===== config.mk =====
export PLATFORM = sky130hd
export DESIGN_NAME = ooo_core
export DESIGN_NICKNAME = d
export VERILOG_FILES = /design/src/ooo_pkg.sv /design/src/ooo_ifs.sv /design/src/alu_fu.sv /design/src/inst_queue.sv /design/src/ooo_core.sv /design/src/phys_regfile.sv /design/src/rename_unit.sv /design/src/rob.sv /design/src/rs.sv
export VERILOG_INCLUDE_DIRS = /design/src
export SDC_FILE = /design/constraint.sdc
export NUM_CORES = 2
export LEC_CHECK = 0
export BUFFER_PORTS_ARGS = -buffer_cell sky130_fd_sc_hd__buf_2
export CELL_PAD_IN_SITES_DETAIL_PLACEMENT = 1
export CELL_PAD_IN_SITES_GLOBAL_PLACEMENT = 2
export CORE_MARGIN = 3
export CORE_UTILIZATION = 47
export CTS_BUF_LIST = sky130_fd_sc_hd__clkbuf_8
export CTS_CLUSTER_SIZE = 28
export DETAILED_ROUTE_END_ITERATION = 8
export GPL_TIMING_DRIVEN = 1
export PLACE_DENSITY_LB_ADDON = 0.1
export SYNTH_ARGS = -nofsm -noshare
export SYNTH_HDL_FRONTEND = slang
export SYNTH_SLANG_ARGS = --single-unit

===== constraint.sdc =====
create_clock -name clock -period 8.8 [get_ports clock]
set_input_delay 0.44 -clock clock [delete_from_list [all_inputs] [get_ports clock]]
set_output_delay 0.44 -clock clock [all_outputs]
set_load 0.02 [all_outputs]

===== src/ooo_consts.svh =====
/*
 * core sizing constants
 * queue, ROB and RS depths, register counts, commit credits, data width
 */
`ifndef OOO_CONSTS_SVH
`define OOO_CONSTS_SVH

`define OOO_QUEUE_DEPTH    4   // also the source's starting credits
`define OOO_ROB_DEPTH      8
`define OOO_RS_DEPTH       4
`define OOO_ARCH_REGS      8
`define OOO_PHYS_REGS      16

// credits the ROB holds for the commit sink after reset
`define OOO_COMMIT_CREDITS 2

`define OOO_WORD_BITS      16

`endif


===== src/ooo_pkg.sv =====
/*
 * shared types of the out-of-order core
 * opcodes, tags, data word, instruction, dispatch and commit records
 */
`default_nettype none
`include "ooo_consts.svh"

package ooo_pkg;

  typedef enum logic [2:0] {
    OP_LI,   // dest = zero-extended imm
    OP_ADD,
    OP_SUB,  // src1 - src2, wraps
    OP_AND,
    OP_XOR,
    OP_MUL   // low half of the product
  } op_e;

  typedef logic [`OOO_WORD_BITS-1:0]           word_t;
  typedef logic [$clog2(`OOO_ARCH_REGS)-1:0]   arch_tag_t;
  typedef logic [$clog2(`OOO_PHYS_REGS)-1:0]   phys_tag_t;
  typedef logic [$clog2(`OOO_ROB_DEPTH)-1:0]   rob_idx_t;

  // instruction as it arrives at the core
  typedef struct packed {
    op_e       op;
    arch_tag_t dest;
    arch_tag_t src1;
    arch_tag_t src2;
    logic [7:0] imm;
  } inst_t;

  // renamed instruction, written into ROB and RS
  typedef struct packed {
    op_e       op;
    phys_tag_t dest;      // newly allocated tag
    phys_tag_t src1;
    logic      src1_rdy;
    phys_tag_t src2;
    logic      src2_rdy;
    logic [7:0] imm;
    arch_tag_t arch_dest;
    phys_tag_t old_dest;  // freed at retirement
    rob_idx_t  rob_idx;
  } dispatch_t;

  // what leaves the core at commit
  typedef struct packed {
    arch_tag_t arch_idx;
    word_t     value;
  } commit_t;

endpackage

`default_nettype wire


===== src/ooo_ifs.sv =====
/*
 * result bus and dispatch interfaces of the core
 */
`timescale 1ns/1ps
`default_nettype none

// one result per cycle, no handshake
interface cdb_if;
  logic                 valid;
  ooo_pkg::phys_tag_t   tag;
  ooo_pkg::word_t       value;
  ooo_pkg::rob_idx_t    rob_idx;

  modport producer (output valid, tag, value, rob_idx);
  modport consumer (input valid, tag, value, rob_idx);
endinterface

// rename decides, ROB and RS just take the entry
interface dispatch_if;
  logic                 valid;
  ooo_pkg::dispatch_t   payload;
  logic                 rob_full;  // from ROB
  logic                 rs_full;   // from RS
  ooo_pkg::rob_idx_t    rob_idx;   // ROB tail

  modport source (output valid, payload, input rob_full, rs_full, rob_idx);
  modport sink   (input valid, payload, output rob_full, rs_full, rob_idx);
endinterface

`default_nettype wire


===== src/alu_fu.sv =====
/*
 * two-stage ALU, operand read then execute onto the result bus
 */
`timescale 1ns/1ps
`default_nettype none

module alu_fu (
  input  logic clock,
  input  logic reset,
  input  logic issue_valid,
  input  ooo_pkg::op_e issue_op,
  input  ooo_pkg::phys_tag_t issue_src1,
  input  ooo_pkg::phys_tag_t issue_src2,
  input  logic [7:0] issue_imm,
  input  ooo_pkg::phys_tag_t issue_dest,
  input  ooo_pkg::rob_idx_t issue_rob_idx,
  output ooo_pkg::phys_tag_t rd_tag1,
  output ooo_pkg::phys_tag_t rd_tag2,
  input  ooo_pkg::word_t rd_data1,
  input  ooo_pkg::word_t rd_data2,
  cdb_if.producer cdb
);

  // stage one holds the issue, stage two the operands
  logic               s1_valid;
  logic               s2_valid;
  ooo_pkg::op_e       s1_op;
  ooo_pkg::op_e       s2_op;
  logic [7:0]         s1_imm;
  logic [7:0]         s2_imm;
  ooo_pkg::phys_tag_t s1_dest;
  ooo_pkg::phys_tag_t s2_dest;
  ooo_pkg::rob_idx_t  s1_rob;
  ooo_pkg::rob_idx_t  s2_rob;
  ooo_pkg::phys_tag_t issue_src1_q;
  ooo_pkg::phys_tag_t issue_src2_q;
  ooo_pkg::word_t     s2_a;
  ooo_pkg::word_t     s2_b;

  assign rd_tag1 = issue_src1_q;
  assign rd_tag2 = issue_src2_q;

  always_ff @(posedge clock) begin
    s1_op <= issue_op;
    s1_imm <= issue_imm;
    s1_dest <= issue_dest;
    s1_rob <= issue_rob_idx;
    issue_src1_q <= issue_src1;
    issue_src2_q <= issue_src2;
    s2_op <= s1_op;
    s2_imm <= s1_imm;
    s2_dest <= s1_dest;
    s2_rob <= s1_rob;
    s2_a <= rd_data1;  // regfile write-through covers the current bus
    s2_b <= rd_data2;
  end

  always_ff @(posedge clock) begin
    if (reset) begin
      s1_valid <= 1'b0;
      s2_valid <= 1'b0;
    end else begin
      s1_valid <= issue_valid;
      s2_valid <= s1_valid;  // never stalls
    end
  end

  always_comb begin
    case (s2_op)
      ooo_pkg::OP_LI:  cdb.value = ooo_pkg::word_t'(s2_imm);  // zero-extended
      ooo_pkg::OP_ADD: cdb.value = s2_a + s2_b;
      ooo_pkg::OP_SUB: cdb.value = s2_a - s2_b;
      ooo_pkg::OP_AND: cdb.value = s2_a & s2_b;
      ooo_pkg::OP_XOR: cdb.value = s2_a ^ s2_b;
      ooo_pkg::OP_MUL: cdb.value = s2_a * s2_b;  // low 16 bits kept
      default:         cdb.value = '0;
    endcase
  end

  assign cdb.valid   = s2_valid;
  assign cdb.tag     = s2_dest;
  assign cdb.rob_idx = s2_rob;

endmodule

`default_nettype wire


===== src/inst_queue.sv =====
/*
 * instruction queue
 * circular FIFO in front of rename, returns one credit per popped entry
 */
`timescale 1ns/1ps
`default_nettype none
`include "ooo_consts.svh"

module inst_queue (
  input  logic           clock,
  input  logic           reset,
  input  logic           push,
  input  ooo_pkg::inst_t push_data,
  input  logic           pop,
  output ooo_pkg::inst_t head,
  output logic           not_empty,
  output logic           credit
);

  localparam int PTR_BITS = $clog2(`OOO_QUEUE_DEPTH);

  ooo_pkg::inst_t      mem [`OOO_QUEUE_DEPTH];  // payload only, no reset
  logic [PTR_BITS-1:0] rd_ptr;
  logic [PTR_BITS-1:0] wr_ptr;
  logic [PTR_BITS:0]   count;

  always_ff @(posedge clock) begin
    if (push) mem[wr_ptr] <= push_data;  // source obeys credits, never overflows
  end

  always_ff @(posedge clock) begin
    if (reset) begin
      rd_ptr <= '0;
      wr_ptr <= '0;
      count  <= '0;
      credit <= 1'b0;
    end else begin
      if (push) wr_ptr <= wr_ptr + 1'b1;  // depth is a power of two, wraps
      if (pop)  rd_ptr <= rd_ptr + 1'b1;
      count  <= count + push - pop;
      credit <= pop;                      // one cycle after the pop
    end
  end

  assign head      = mem[rd_ptr];
  assign not_empty = (count != '0);  // written entry shows up next cycle

endmodule

`default_nettype wire


===== src/ooo_core.sv =====
/*
 * out-of-order core top
 * queue, rename, ROB, RS, ALU and register file behind plain ports
 * with credit flow control on the instruction and commit streams
 */
`timescale 1ns/1ps
`default_nettype none

module ooo_core (
  input  logic               clock,
  input  logic               reset,
  input  logic               inst_valid,
  input  ooo_pkg::op_e       inst_op,
  input  ooo_pkg::arch_tag_t inst_dest,
  input  ooo_pkg::arch_tag_t inst_src1,
  input  ooo_pkg::arch_tag_t inst_src2,
  input  logic [7:0]         inst_imm,
  output logic               inst_credit,    // one per freed queue slot
  input  logic               commit_credit,  // one per consumed commit
  output logic               commit_valid,
  output ooo_pkg::arch_tag_t commit_arch_idx,
  output ooo_pkg::word_t     commit_value
);

  cdb_if      u_cdb ();
  dispatch_if u_disp ();

  ooo_pkg::inst_t     push_data;
  ooo_pkg::inst_t     q_head;
  logic               q_not_empty;
  logic               q_pop;
  logic               retire_valid;
  ooo_pkg::phys_tag_t retire_old_tag;

  logic               issue_valid;
  ooo_pkg::op_e       issue_op;
  ooo_pkg::phys_tag_t issue_src1;
  ooo_pkg::phys_tag_t issue_src2;
  logic [7:0]         issue_imm;
  ooo_pkg::phys_tag_t issue_dest;
  ooo_pkg::rob_idx_t  issue_rob_idx;
  ooo_pkg::phys_tag_t rd_tag1;
  ooo_pkg::phys_tag_t rd_tag2;
  ooo_pkg::word_t     rd_data1;
  ooo_pkg::word_t     rd_data2;

  // pack the port fields into one queue entry
  always_comb begin
    push_data.op   = inst_op;
    push_data.dest = inst_dest;
    push_data.src1 = inst_src1;
    push_data.src2 = inst_src2;
    push_data.imm  = inst_imm;
  end

  ////////////////////
  // front end
  ////////////////////

  inst_queue u_queue (
    .clock(clock), .reset(reset),
    .push(inst_valid), .push_data(push_data),
    .pop(q_pop), .head(q_head), .not_empty(q_not_empty),
    .credit(inst_credit)
  );

  rename_unit u_rename (
    .clock(clock), .reset(reset),
    .head(q_head), .not_empty(q_not_empty), .pop(q_pop),
    .disp(u_disp.source), .cdb(u_cdb.consumer),
    .retire_valid(retire_valid), .retire_old_tag(retire_old_tag)
  );

  rob u_rob (
    .clock(clock), .reset(reset),
    .disp(u_disp.sink), .cdb(u_cdb.consumer),
    .commit_credit(commit_credit), .commit_valid(commit_valid),
    .commit_arch_idx(commit_arch_idx), .commit_value(commit_value),
    .retire_valid(retire_valid), .retire_old_tag(retire_old_tag)
  );

  ////////////////////
  // back end
  ////////////////////

  rs u_rs (
    .clock(clock), .reset(reset),
    .disp(u_disp.sink), .cdb(u_cdb.consumer),
    .issue_valid(issue_valid), .issue_op(issue_op),
    .issue_src1(issue_src1), .issue_src2(issue_src2),
    .issue_imm(issue_imm), .issue_dest(issue_dest),
    .issue_rob_idx(issue_rob_idx)
  );

  alu_fu u_alu (
    .clock(clock), .reset(reset),
    .issue_valid(issue_valid), .issue_op(issue_op),
    .issue_src1(issue_src1), .issue_src2(issue_src2),
    .issue_imm(issue_imm), .issue_dest(issue_dest),
    .issue_rob_idx(issue_rob_idx),
    .rd_tag1(rd_tag1), .rd_tag2(rd_tag2),
    .rd_data1(rd_data1), .rd_data2(rd_data2),
    .cdb(u_cdb.producer)
  );

  phys_regfile u_prf (
    .clock(clock), .reset(reset), .cdb(u_cdb.consumer),
    .rd_tag1(rd_tag1), .rd_tag2(rd_tag2),
    .rd_data1(rd_data1), .rd_data2(rd_data2)
  );

endmodule

`default_nettype wire


===== src/phys_regfile.sv =====
/*
 * physical register file, two reads, one bus write, write-through
 */
`timescale 1ns/1ps
`default_nettype none
`include "ooo_consts.svh"

module phys_regfile (
  input  logic               clock,
  input  logic               reset,
  cdb_if.consumer            cdb,
  input  ooo_pkg::phys_tag_t rd_tag1,
  input  ooo_pkg::phys_tag_t rd_tag2,
  output ooo_pkg::word_t     rd_data1,
  output ooo_pkg::word_t     rd_data2
);

  ooo_pkg::word_t regs [`OOO_PHYS_REGS];

  always_ff @(posedge clock) begin
    if (reset) begin
      for (int i = 0; i < `OOO_PHYS_REGS; i++) regs[i] <= '0;  // arch regs start at zero
    end else if (cdb.valid) begin
      regs[cdb.tag] <= cdb.value;
    end
  end

  // same-cycle write shows on the read
  assign rd_data1 = (cdb.valid && cdb.tag == rd_tag1) ? cdb.value : regs[rd_tag1];
  assign rd_data2 = (cdb.valid && cdb.tag == rd_tag2) ? cdb.value : regs[rd_tag2];

endmodule

`default_nettype wire


===== src/rename_unit.sv =====
/*
 * rename stage
 * map table, free list and physical ready bits, decides dispatch
 */
`timescale 1ns/1ps
`default_nettype none
`include "ooo_consts.svh"

module rename_unit (
  input  logic               clock,
  input  logic               reset,
  input  ooo_pkg::inst_t     head,
  input  logic               not_empty,
  output logic               pop,
  dispatch_if.source         disp,
  cdb_if.consumer            cdb,
  input  logic               retire_valid,
  input  ooo_pkg::phys_tag_t retire_old_tag
);

  localparam int FL_DEPTH = `OOO_PHYS_REGS - `OOO_ARCH_REGS;  // never more free than this
  localparam int FL_BITS  = $clog2(FL_DEPTH);

  ooo_pkg::phys_tag_t  map_tbl [`OOO_ARCH_REGS];
  ooo_pkg::phys_tag_t  free_list [FL_DEPTH];
  logic [FL_BITS-1:0]  fl_head;
  logic [FL_BITS-1:0]  fl_tail;
  logic [FL_BITS:0]    fl_count;
  logic [`OOO_PHYS_REGS-1:0] ready;

  ooo_pkg::phys_tag_t  src1_tag;
  ooo_pkg::phys_tag_t  src2_tag;
  ooo_pkg::phys_tag_t  new_tag;
  logic                no_srcs;

  ////////////////////
  // lookup
  ////////////////////

  assign src1_tag = map_tbl[head.src1];
  assign src2_tag = map_tbl[head.src2];
  assign new_tag  = free_list[fl_head];
  assign no_srcs  = (head.op == ooo_pkg::OP_LI);  // LI waits on nothing

  // all four conditions, nobody else checks them
  assign disp.valid = not_empty && (fl_count != '0) && !disp.rob_full && !disp.rs_full;
  assign pop        = disp.valid;

  always_comb begin
    disp.payload           = '0;
    disp.payload.op        = head.op;
    disp.payload.dest      = new_tag;
    disp.payload.src1      = src1_tag;
    disp.payload.src2      = src2_tag;
    // ready bit, or the result on the bus this cycle
    disp.payload.src1_rdy  = no_srcs || ready[src1_tag] || (cdb.valid && cdb.tag == src1_tag);
    disp.payload.src2_rdy  = no_srcs || ready[src2_tag] || (cdb.valid && cdb.tag == src2_tag);
    disp.payload.imm       = head.imm;
    disp.payload.arch_dest = head.dest;
    disp.payload.old_dest  = map_tbl[head.dest];  // read before this dispatch updates it
    disp.payload.rob_idx   = disp.rob_idx;
  end

  ////////////////////
  // state
  ////////////////////

  always_ff @(posedge clock) begin
    if (reset) begin
      for (int i = 0; i < `OOO_ARCH_REGS; i++) begin
        map_tbl[i] <= ooo_pkg::phys_tag_t'(i);  // identity map, regs 0..7
      end
      for (int i = 0; i < FL_DEPTH; i++) begin
        free_list[i] <= ooo_pkg::phys_tag_t'(`OOO_ARCH_REGS + i);  // tags 8..15
      end
      fl_head  <= '0;
      fl_tail  <= '0;  // full list, tail wrapped onto head
      fl_count <= (FL_BITS+1)'(FL_DEPTH);
      ready    <= '1;
    end else begin
      if (disp.valid) begin
        map_tbl[head.dest] <= new_tag;
        fl_head            <= fl_head + 1'b1;
      end
      if (retire_valid) begin  // old mapping is dead once its successor commits
        free_list[fl_tail] <= retire_old_tag;
        fl_tail            <= fl_tail + 1'b1;
      end
      fl_count <= fl_count + retire_valid - disp.valid;
      // allocated tag is free, so it is never on the bus at the same time
      if (cdb.valid)  ready[cdb.tag] <= 1'b1;
      if (disp.valid) ready[new_tag] <= 1'b0;
    end
  end

endmodule

`default_nettype wire


===== src/rob.sv =====
/*
 * reorder buffer
 * allocates at dispatch, marks results from the bus, retires in order
 * while the commit sink has credits left
 */
`timescale 1ns/1ps
`default_nettype none
`include "ooo_consts.svh"

module rob (
  input  logic               clock,
  input  logic               reset,
  dispatch_if.sink           disp,
  cdb_if.consumer            cdb,
  input  logic               commit_credit,
  output logic               commit_valid,
  output ooo_pkg::arch_tag_t commit_arch_idx,
  output ooo_pkg::word_t     commit_value,
  output logic               retire_valid,
  output ooo_pkg::phys_tag_t retire_old_tag
);

  localparam int CNT_BITS  = $clog2(`OOO_ROB_DEPTH) + 1;
  localparam int CRED_BITS = $clog2(`OOO_COMMIT_CREDITS + 1);

  ooo_pkg::commit_t   entry   [`OOO_ROB_DEPTH];  // arch dest and result
  ooo_pkg::phys_tag_t old_tag [`OOO_ROB_DEPTH];
  logic [`OOO_ROB_DEPTH-1:0] done;

  ooo_pkg::rob_idx_t  head_ptr;
  ooo_pkg::rob_idx_t  tail_ptr;
  logic [CNT_BITS-1:0]  count;
  logic [CRED_BITS-1:0] credits;
  logic               retire;

  assign disp.rob_full = (count == CNT_BITS'(`OOO_ROB_DEPTH));
  assign disp.rob_idx  = tail_ptr;

  // done is registered, so head goes the cycle after its result
  assign retire = (count != '0) && done[head_ptr] && (credits != '0);

  always_ff @(posedge clock) begin
    if (disp.valid) begin
      entry[tail_ptr].arch_idx <= disp.payload.arch_dest;
      old_tag[tail_ptr]        <= disp.payload.old_dest;
    end
    if (cdb.valid) entry[cdb.rob_idx].value <= cdb.value;  // result lands by ROB index
  end

  always_ff @(posedge clock) begin
    if (reset) begin
      head_ptr <= '0;
      tail_ptr <= '0;
      count    <= '0;
      done     <= '0;
      credits  <= CRED_BITS'(`OOO_COMMIT_CREDITS);
    end else begin
      if (disp.valid) begin
        done[tail_ptr] <= 1'b0;
        tail_ptr       <= tail_ptr + 1'b1;
      end
      if (cdb.valid) done[cdb.rob_idx] <= 1'b1;  // never the slot being allocated
      if (retire) head_ptr <= head_ptr + 1'b1;
      count   <= count + disp.valid - retire;
      credits <= credits + commit_credit - retire;  // sink returns what it consumed
    end
  end

  // commit and retire are the same event
  assign commit_valid    = retire;
  assign commit_arch_idx = entry[head_ptr].arch_idx;
  assign commit_value    = entry[head_ptr].value;
  assign retire_valid    = retire;
  assign retire_old_tag  = old_tag[head_ptr];

endmodule

`default_nettype wire


===== src/rs.sv =====
/*
 * reservation station
 * age-ordered entries, bus wakeup, issues the oldest ready entry
 */
`timescale 1ns/1ps
`default_nettype none
`include "ooo_consts.svh"

module rs (
  input  logic               clock,
  input  logic               reset,
  dispatch_if.sink           disp,
  cdb_if.consumer            cdb,
  output logic               issue_valid,
  output ooo_pkg::op_e       issue_op,
  output ooo_pkg::phys_tag_t issue_src1,
  output ooo_pkg::phys_tag_t issue_src2,
  output logic [7:0]         issue_imm,
  output ooo_pkg::phys_tag_t issue_dest,
  output ooo_pkg::rob_idx_t  issue_rob_idx
);

  localparam int D        = `OOO_RS_DEPTH;
  localparam int IDX_BITS = $clog2(D);

  // slot 0 is the oldest, valid slots stay packed at the bottom
  ooo_pkg::dispatch_t ent   [D];
  ooo_pkg::dispatch_t woke  [D];
  ooo_pkg::dispatch_t nxt   [D];
  logic [D-1:0]       valid;
  logic [D-1:0]       nxt_valid;
  logic [IDX_BITS:0]  count;
  logic [IDX_BITS-1:0] sel;
  logic [IDX_BITS:0]  fill;

  assign disp.rs_full = (count == (IDX_BITS+1)'(D));

  // oldest with both operands ready
  always_comb begin
    issue_valid = 1'b0;
    sel         = '0;
    for (int i = D - 1; i >= 0; i--) begin
      if (valid[i] && ent[i].src1_rdy && ent[i].src2_rdy) begin
        issue_valid = 1'b1;
        sel         = IDX_BITS'(i);
      end
    end
  end

  assign issue_op      = ent[sel].op;
  assign issue_src1    = ent[sel].src1;
  assign issue_src2    = ent[sel].src2;
  assign issue_imm     = ent[sel].imm;
  assign issue_dest    = ent[sel].dest;
  assign issue_rob_idx = ent[sel].rob_idx;

  assign fill = count - issue_valid;  // first free slot after the shift

  always_comb begin
    woke = ent;
    for (int i = 0; i < D; i++) begin  // wakeup, seen by select next cycle
      if (cdb.valid && cdb.tag == ent[i].src1) woke[i].src1_rdy = 1'b1;
      if (cdb.valid && cdb.tag == ent[i].src2) woke[i].src2_rdy = 1'b1;
    end
    nxt       = woke;
    nxt_valid = valid;
    if (issue_valid) begin  // close the gap left by the issued entry
      for (int i = 0; i < D - 1; i++) begin
        if (i >= int'(sel)) begin
          nxt[i]       = woke[i+1];
          nxt_valid[i] = valid[i+1];
        end
      end
      nxt_valid[D-1] = 1'b0;
    end
    if (disp.valid) begin
      nxt[fill[IDX_BITS-1:0]]       = disp.payload;
      nxt_valid[fill[IDX_BITS-1:0]] = 1'b1;
    end
  end

  always_ff @(posedge clock) begin
    ent <= nxt;
  end

  always_ff @(posedge clock) begin
    if (reset) begin
      valid <= '0;
      count <= '0;
    end else begin
      valid <= nxt_valid;
      count <= count + disp.valid - issue_valid;
    end
  end

endmodule

`default_nettype wire


==> results.md <==
- TritonCTS clock tree: done
- Mapped Area: 0.0427 mm2
- Status: finished clean
- Post-Syn Instances: 3403
- Ys async rst share: 0%
- Router iterations before antenna repair: 6
- DP Area: 0.0444 mm2
- Most common cell in the netlist: edfxtp_1
- Drt first-iter violations: 2375
- Crit path buf inv count: 4
- Core ar.: 0.0892 mm2
- Slew HR: 12.1%
- Setup violations, final: 0
- Count of cell types in the netlist: 71
- Nets@finish: 3702
- Root Buffer: clkbuf_8
- Synth Warn #: 0
- Final antenna-violating net count: 0
- Row count: 109
- Height of the die: 307 um
- Synthesized net count: 3619
- WL per Instance: 27.0 um
- Clk_skew: 0.0447 ns
- GPL Wtd Cong: 0.813
- Total gr overflow: 0
- Layout cells sized above 1: 18.6%
- Clock-pin slew on the worst setup and hold paths: 0.06 ns
- Clk_lat worst skew: 0.84 ns
- Layout area overhead: 10.9%
- Synth cell count leaders: edfxtp_1, nor2_1, nand2_1, mux4_2, dfxtp_1
- CTS Hold Bufs: 22
- Reg-to-reg setup timing slack: 1.82 ns
- PortBufs: 44
- Post-synth EDFFs: 610
- Global-route wire length before repair: 194000 um
- Avg Vias per Cell: 5.95
- Worst-path maximum fanout: 19
- Slowest-stage cell, CP: dfxtp_1
- Vias in the first global route: 31.1k
- Worst Hold Class: in -> reg
- Half-perimeter wire length after placement: 82500 um
- Inserted Clock Buffers: 147
- Fmax: 143 MHz
- Multi-input logic area: 0.0184 mm2
- Filler Cell Count: 9008
- RSZ-0062 raised after global routing: no
- Top-level I/O count: 45
- Largest net degree at the start of global routing: 55
- Critical Path AT: 7.51 ns
- Initial core utilization: 47.9%
- Final Instance Area: 0.0474 mm2
- Minimum clock period: 6.98 ns
- Register area: 0.0230 mm2
- Post-synth top flop: edfxtp_1
- Max-slew violation count: 0
- H-tree depth: 4
- CP Class: reg -> reg
- Tightest Pin Transition: 1.32 ns
- Post-synth top area cell: edfxtp_1
- Crit-path most repeated cell: fa_1
- CP Cell Sequence: and2_1, fa_1, fa_1, ha_1, fa_1, inv_1, fa_1, fa_1, inv_1, ha_1, or3_1, o221a_2, o41ai_1, o21ai_0, xnor2_1, a221oi_2, buf_4, inv_1
- Final period util: 79.4%
- Top-area cell type share of the netlist area: 42.9%
- PostCTS Resize Cnt: 0
- Register bit count reported by yosys: 843
- Die Wd: 307 um
- Number of antenna violations at the first check in global routing: 4
- Crit path launch type: register
- Via count: 28.4k
- Post-route DRC: 0
- Crit path capture type: register
- Max Root-Sink Buffers: 3
- Mean Syn Cell Area: 12.5 um2
- Critical Path RT: 9.33 ns
- Delay-heaviest family, CP: adder cells
- Clock Sinks: 843
- Total track usage: 27.7%
- Total die area: 0.0945 mm2
- Setup TNS: 0 ns
- Max-cap violations: 0
- Largest incremental delay on the critical path: 0.84 ns
- Final Hold Fails: 0
- Dominant cells by area after synthesis: edfxtp_1, mux4_2, dfxtp_1, nor2_1, fa_1
- Seq/Total Area, Yosys: 53.8%
- Setup repair bufs after CTS: 0
- Post-Route WL: 129000 um
[worst register-to-register path, delay by kind of cell, from the launching register on]
kind / cells / cell delay [ns]
simple gates: 2 / 0.63
xor+xnor: 1 / 0.20
fa+ha+maj: 7 / 2.88
compound gates: 4 / 1.57
flops: 1 / 0.84
buf+inv: 4 / 0.57
[path summary, 6_finish.rpt]
kind / startpoint / endpoint / cells after the start
worst min-delay path: reset / register / 3
worst min register to register: u_alu.s1_dest[3] / u_alu.cdb.tag[3] / 0
worst max-delay path: u_alu.s2_b[1] / u_rob.entry[2][15] / 18
worst max register to register: u_alu.s2_b[1] / u_rob.entry[2][15] / 18
[final cells by class]
cell class              count  area share (%)
diodes                      1         0.00528
clock inverters           120            1.31
flip-flops and latches    843            48.6
repair buffers            139            2.09
clock buffers             155            4.50
well taps                1165            3.08
multi-input cells        2150            38.8
inverters                 205            1.62
[per-layer routing]
layer | part of all wire (%) | track usage [%] | vias up
met5 | 0 | 0 | -
met4 | 3.8 | 12.0 | 0
met3 | 6.2 | 4.78 | 272
met2 | 49 | 46.8 | 996
met1 | 41 | 35.4 | 14700
li1 | - | - | 12400
[registers in the layout (all words and copies together) (netlist names), 16 cells and up, named ones only]
signal	count
u_rename.map_tbl	32
u_rename.free_list	32
u_alu.s2_a	16
u_alu.s2_b	16
u_queue.mem	80
u_rename.ready	16
u_rob.entry	152
u_prf.regs	256
u_rob.old_tag	32
u_rs.ent	86
[cell families after synthesis]
logic type	after synthesis	synth area share, %
fa+ha+maj	192	7.12
buf+inv	410	3.67
xor+xnor	133	2.73
simple gates	1088	10.9
mux	401	16.5
flops	843	53.8
compound gates	336	5.17
[through the flow]
stage	std cells	hold WS (ns)	utilization, %	worst slack (ns)
finish	4778	0.169	53.1	1.82
global route	4778	0.153	53.1	1.52
floorplan	3403	0.310	-	2.55
CTS	4777	0.0925	53.1	1.81
detailed placement	4480	0.315	49.8	1.86
global placement	4480	0.311	49.8	1.99
[layout by cell type, fill, tap and decap left out, drive strengths merged, types with 31 or more instances in the layout]
master  synthesis  routed
nand2b         32      32
xnor2          79      79
a31oi          91      91
mux2i         113     113
o21ai          47      47
fa             85      85
dfxtp         233     233
clkinv          2      49
a21oi          75      75
and2           73      73
nand2         359     359
buf            40     117
clkbuf        165     155
mux2           50      50
and3           42      42
edfxtp        610     610
nor2          479     479
inv           203     270
ha            107     107
mux4          238     238
xor2           54      54
nor3           31      31
Power is left out: the tool's default activity adds up to more than one toggle a clock period on the data nets, which glitch-free logic cannot reach.
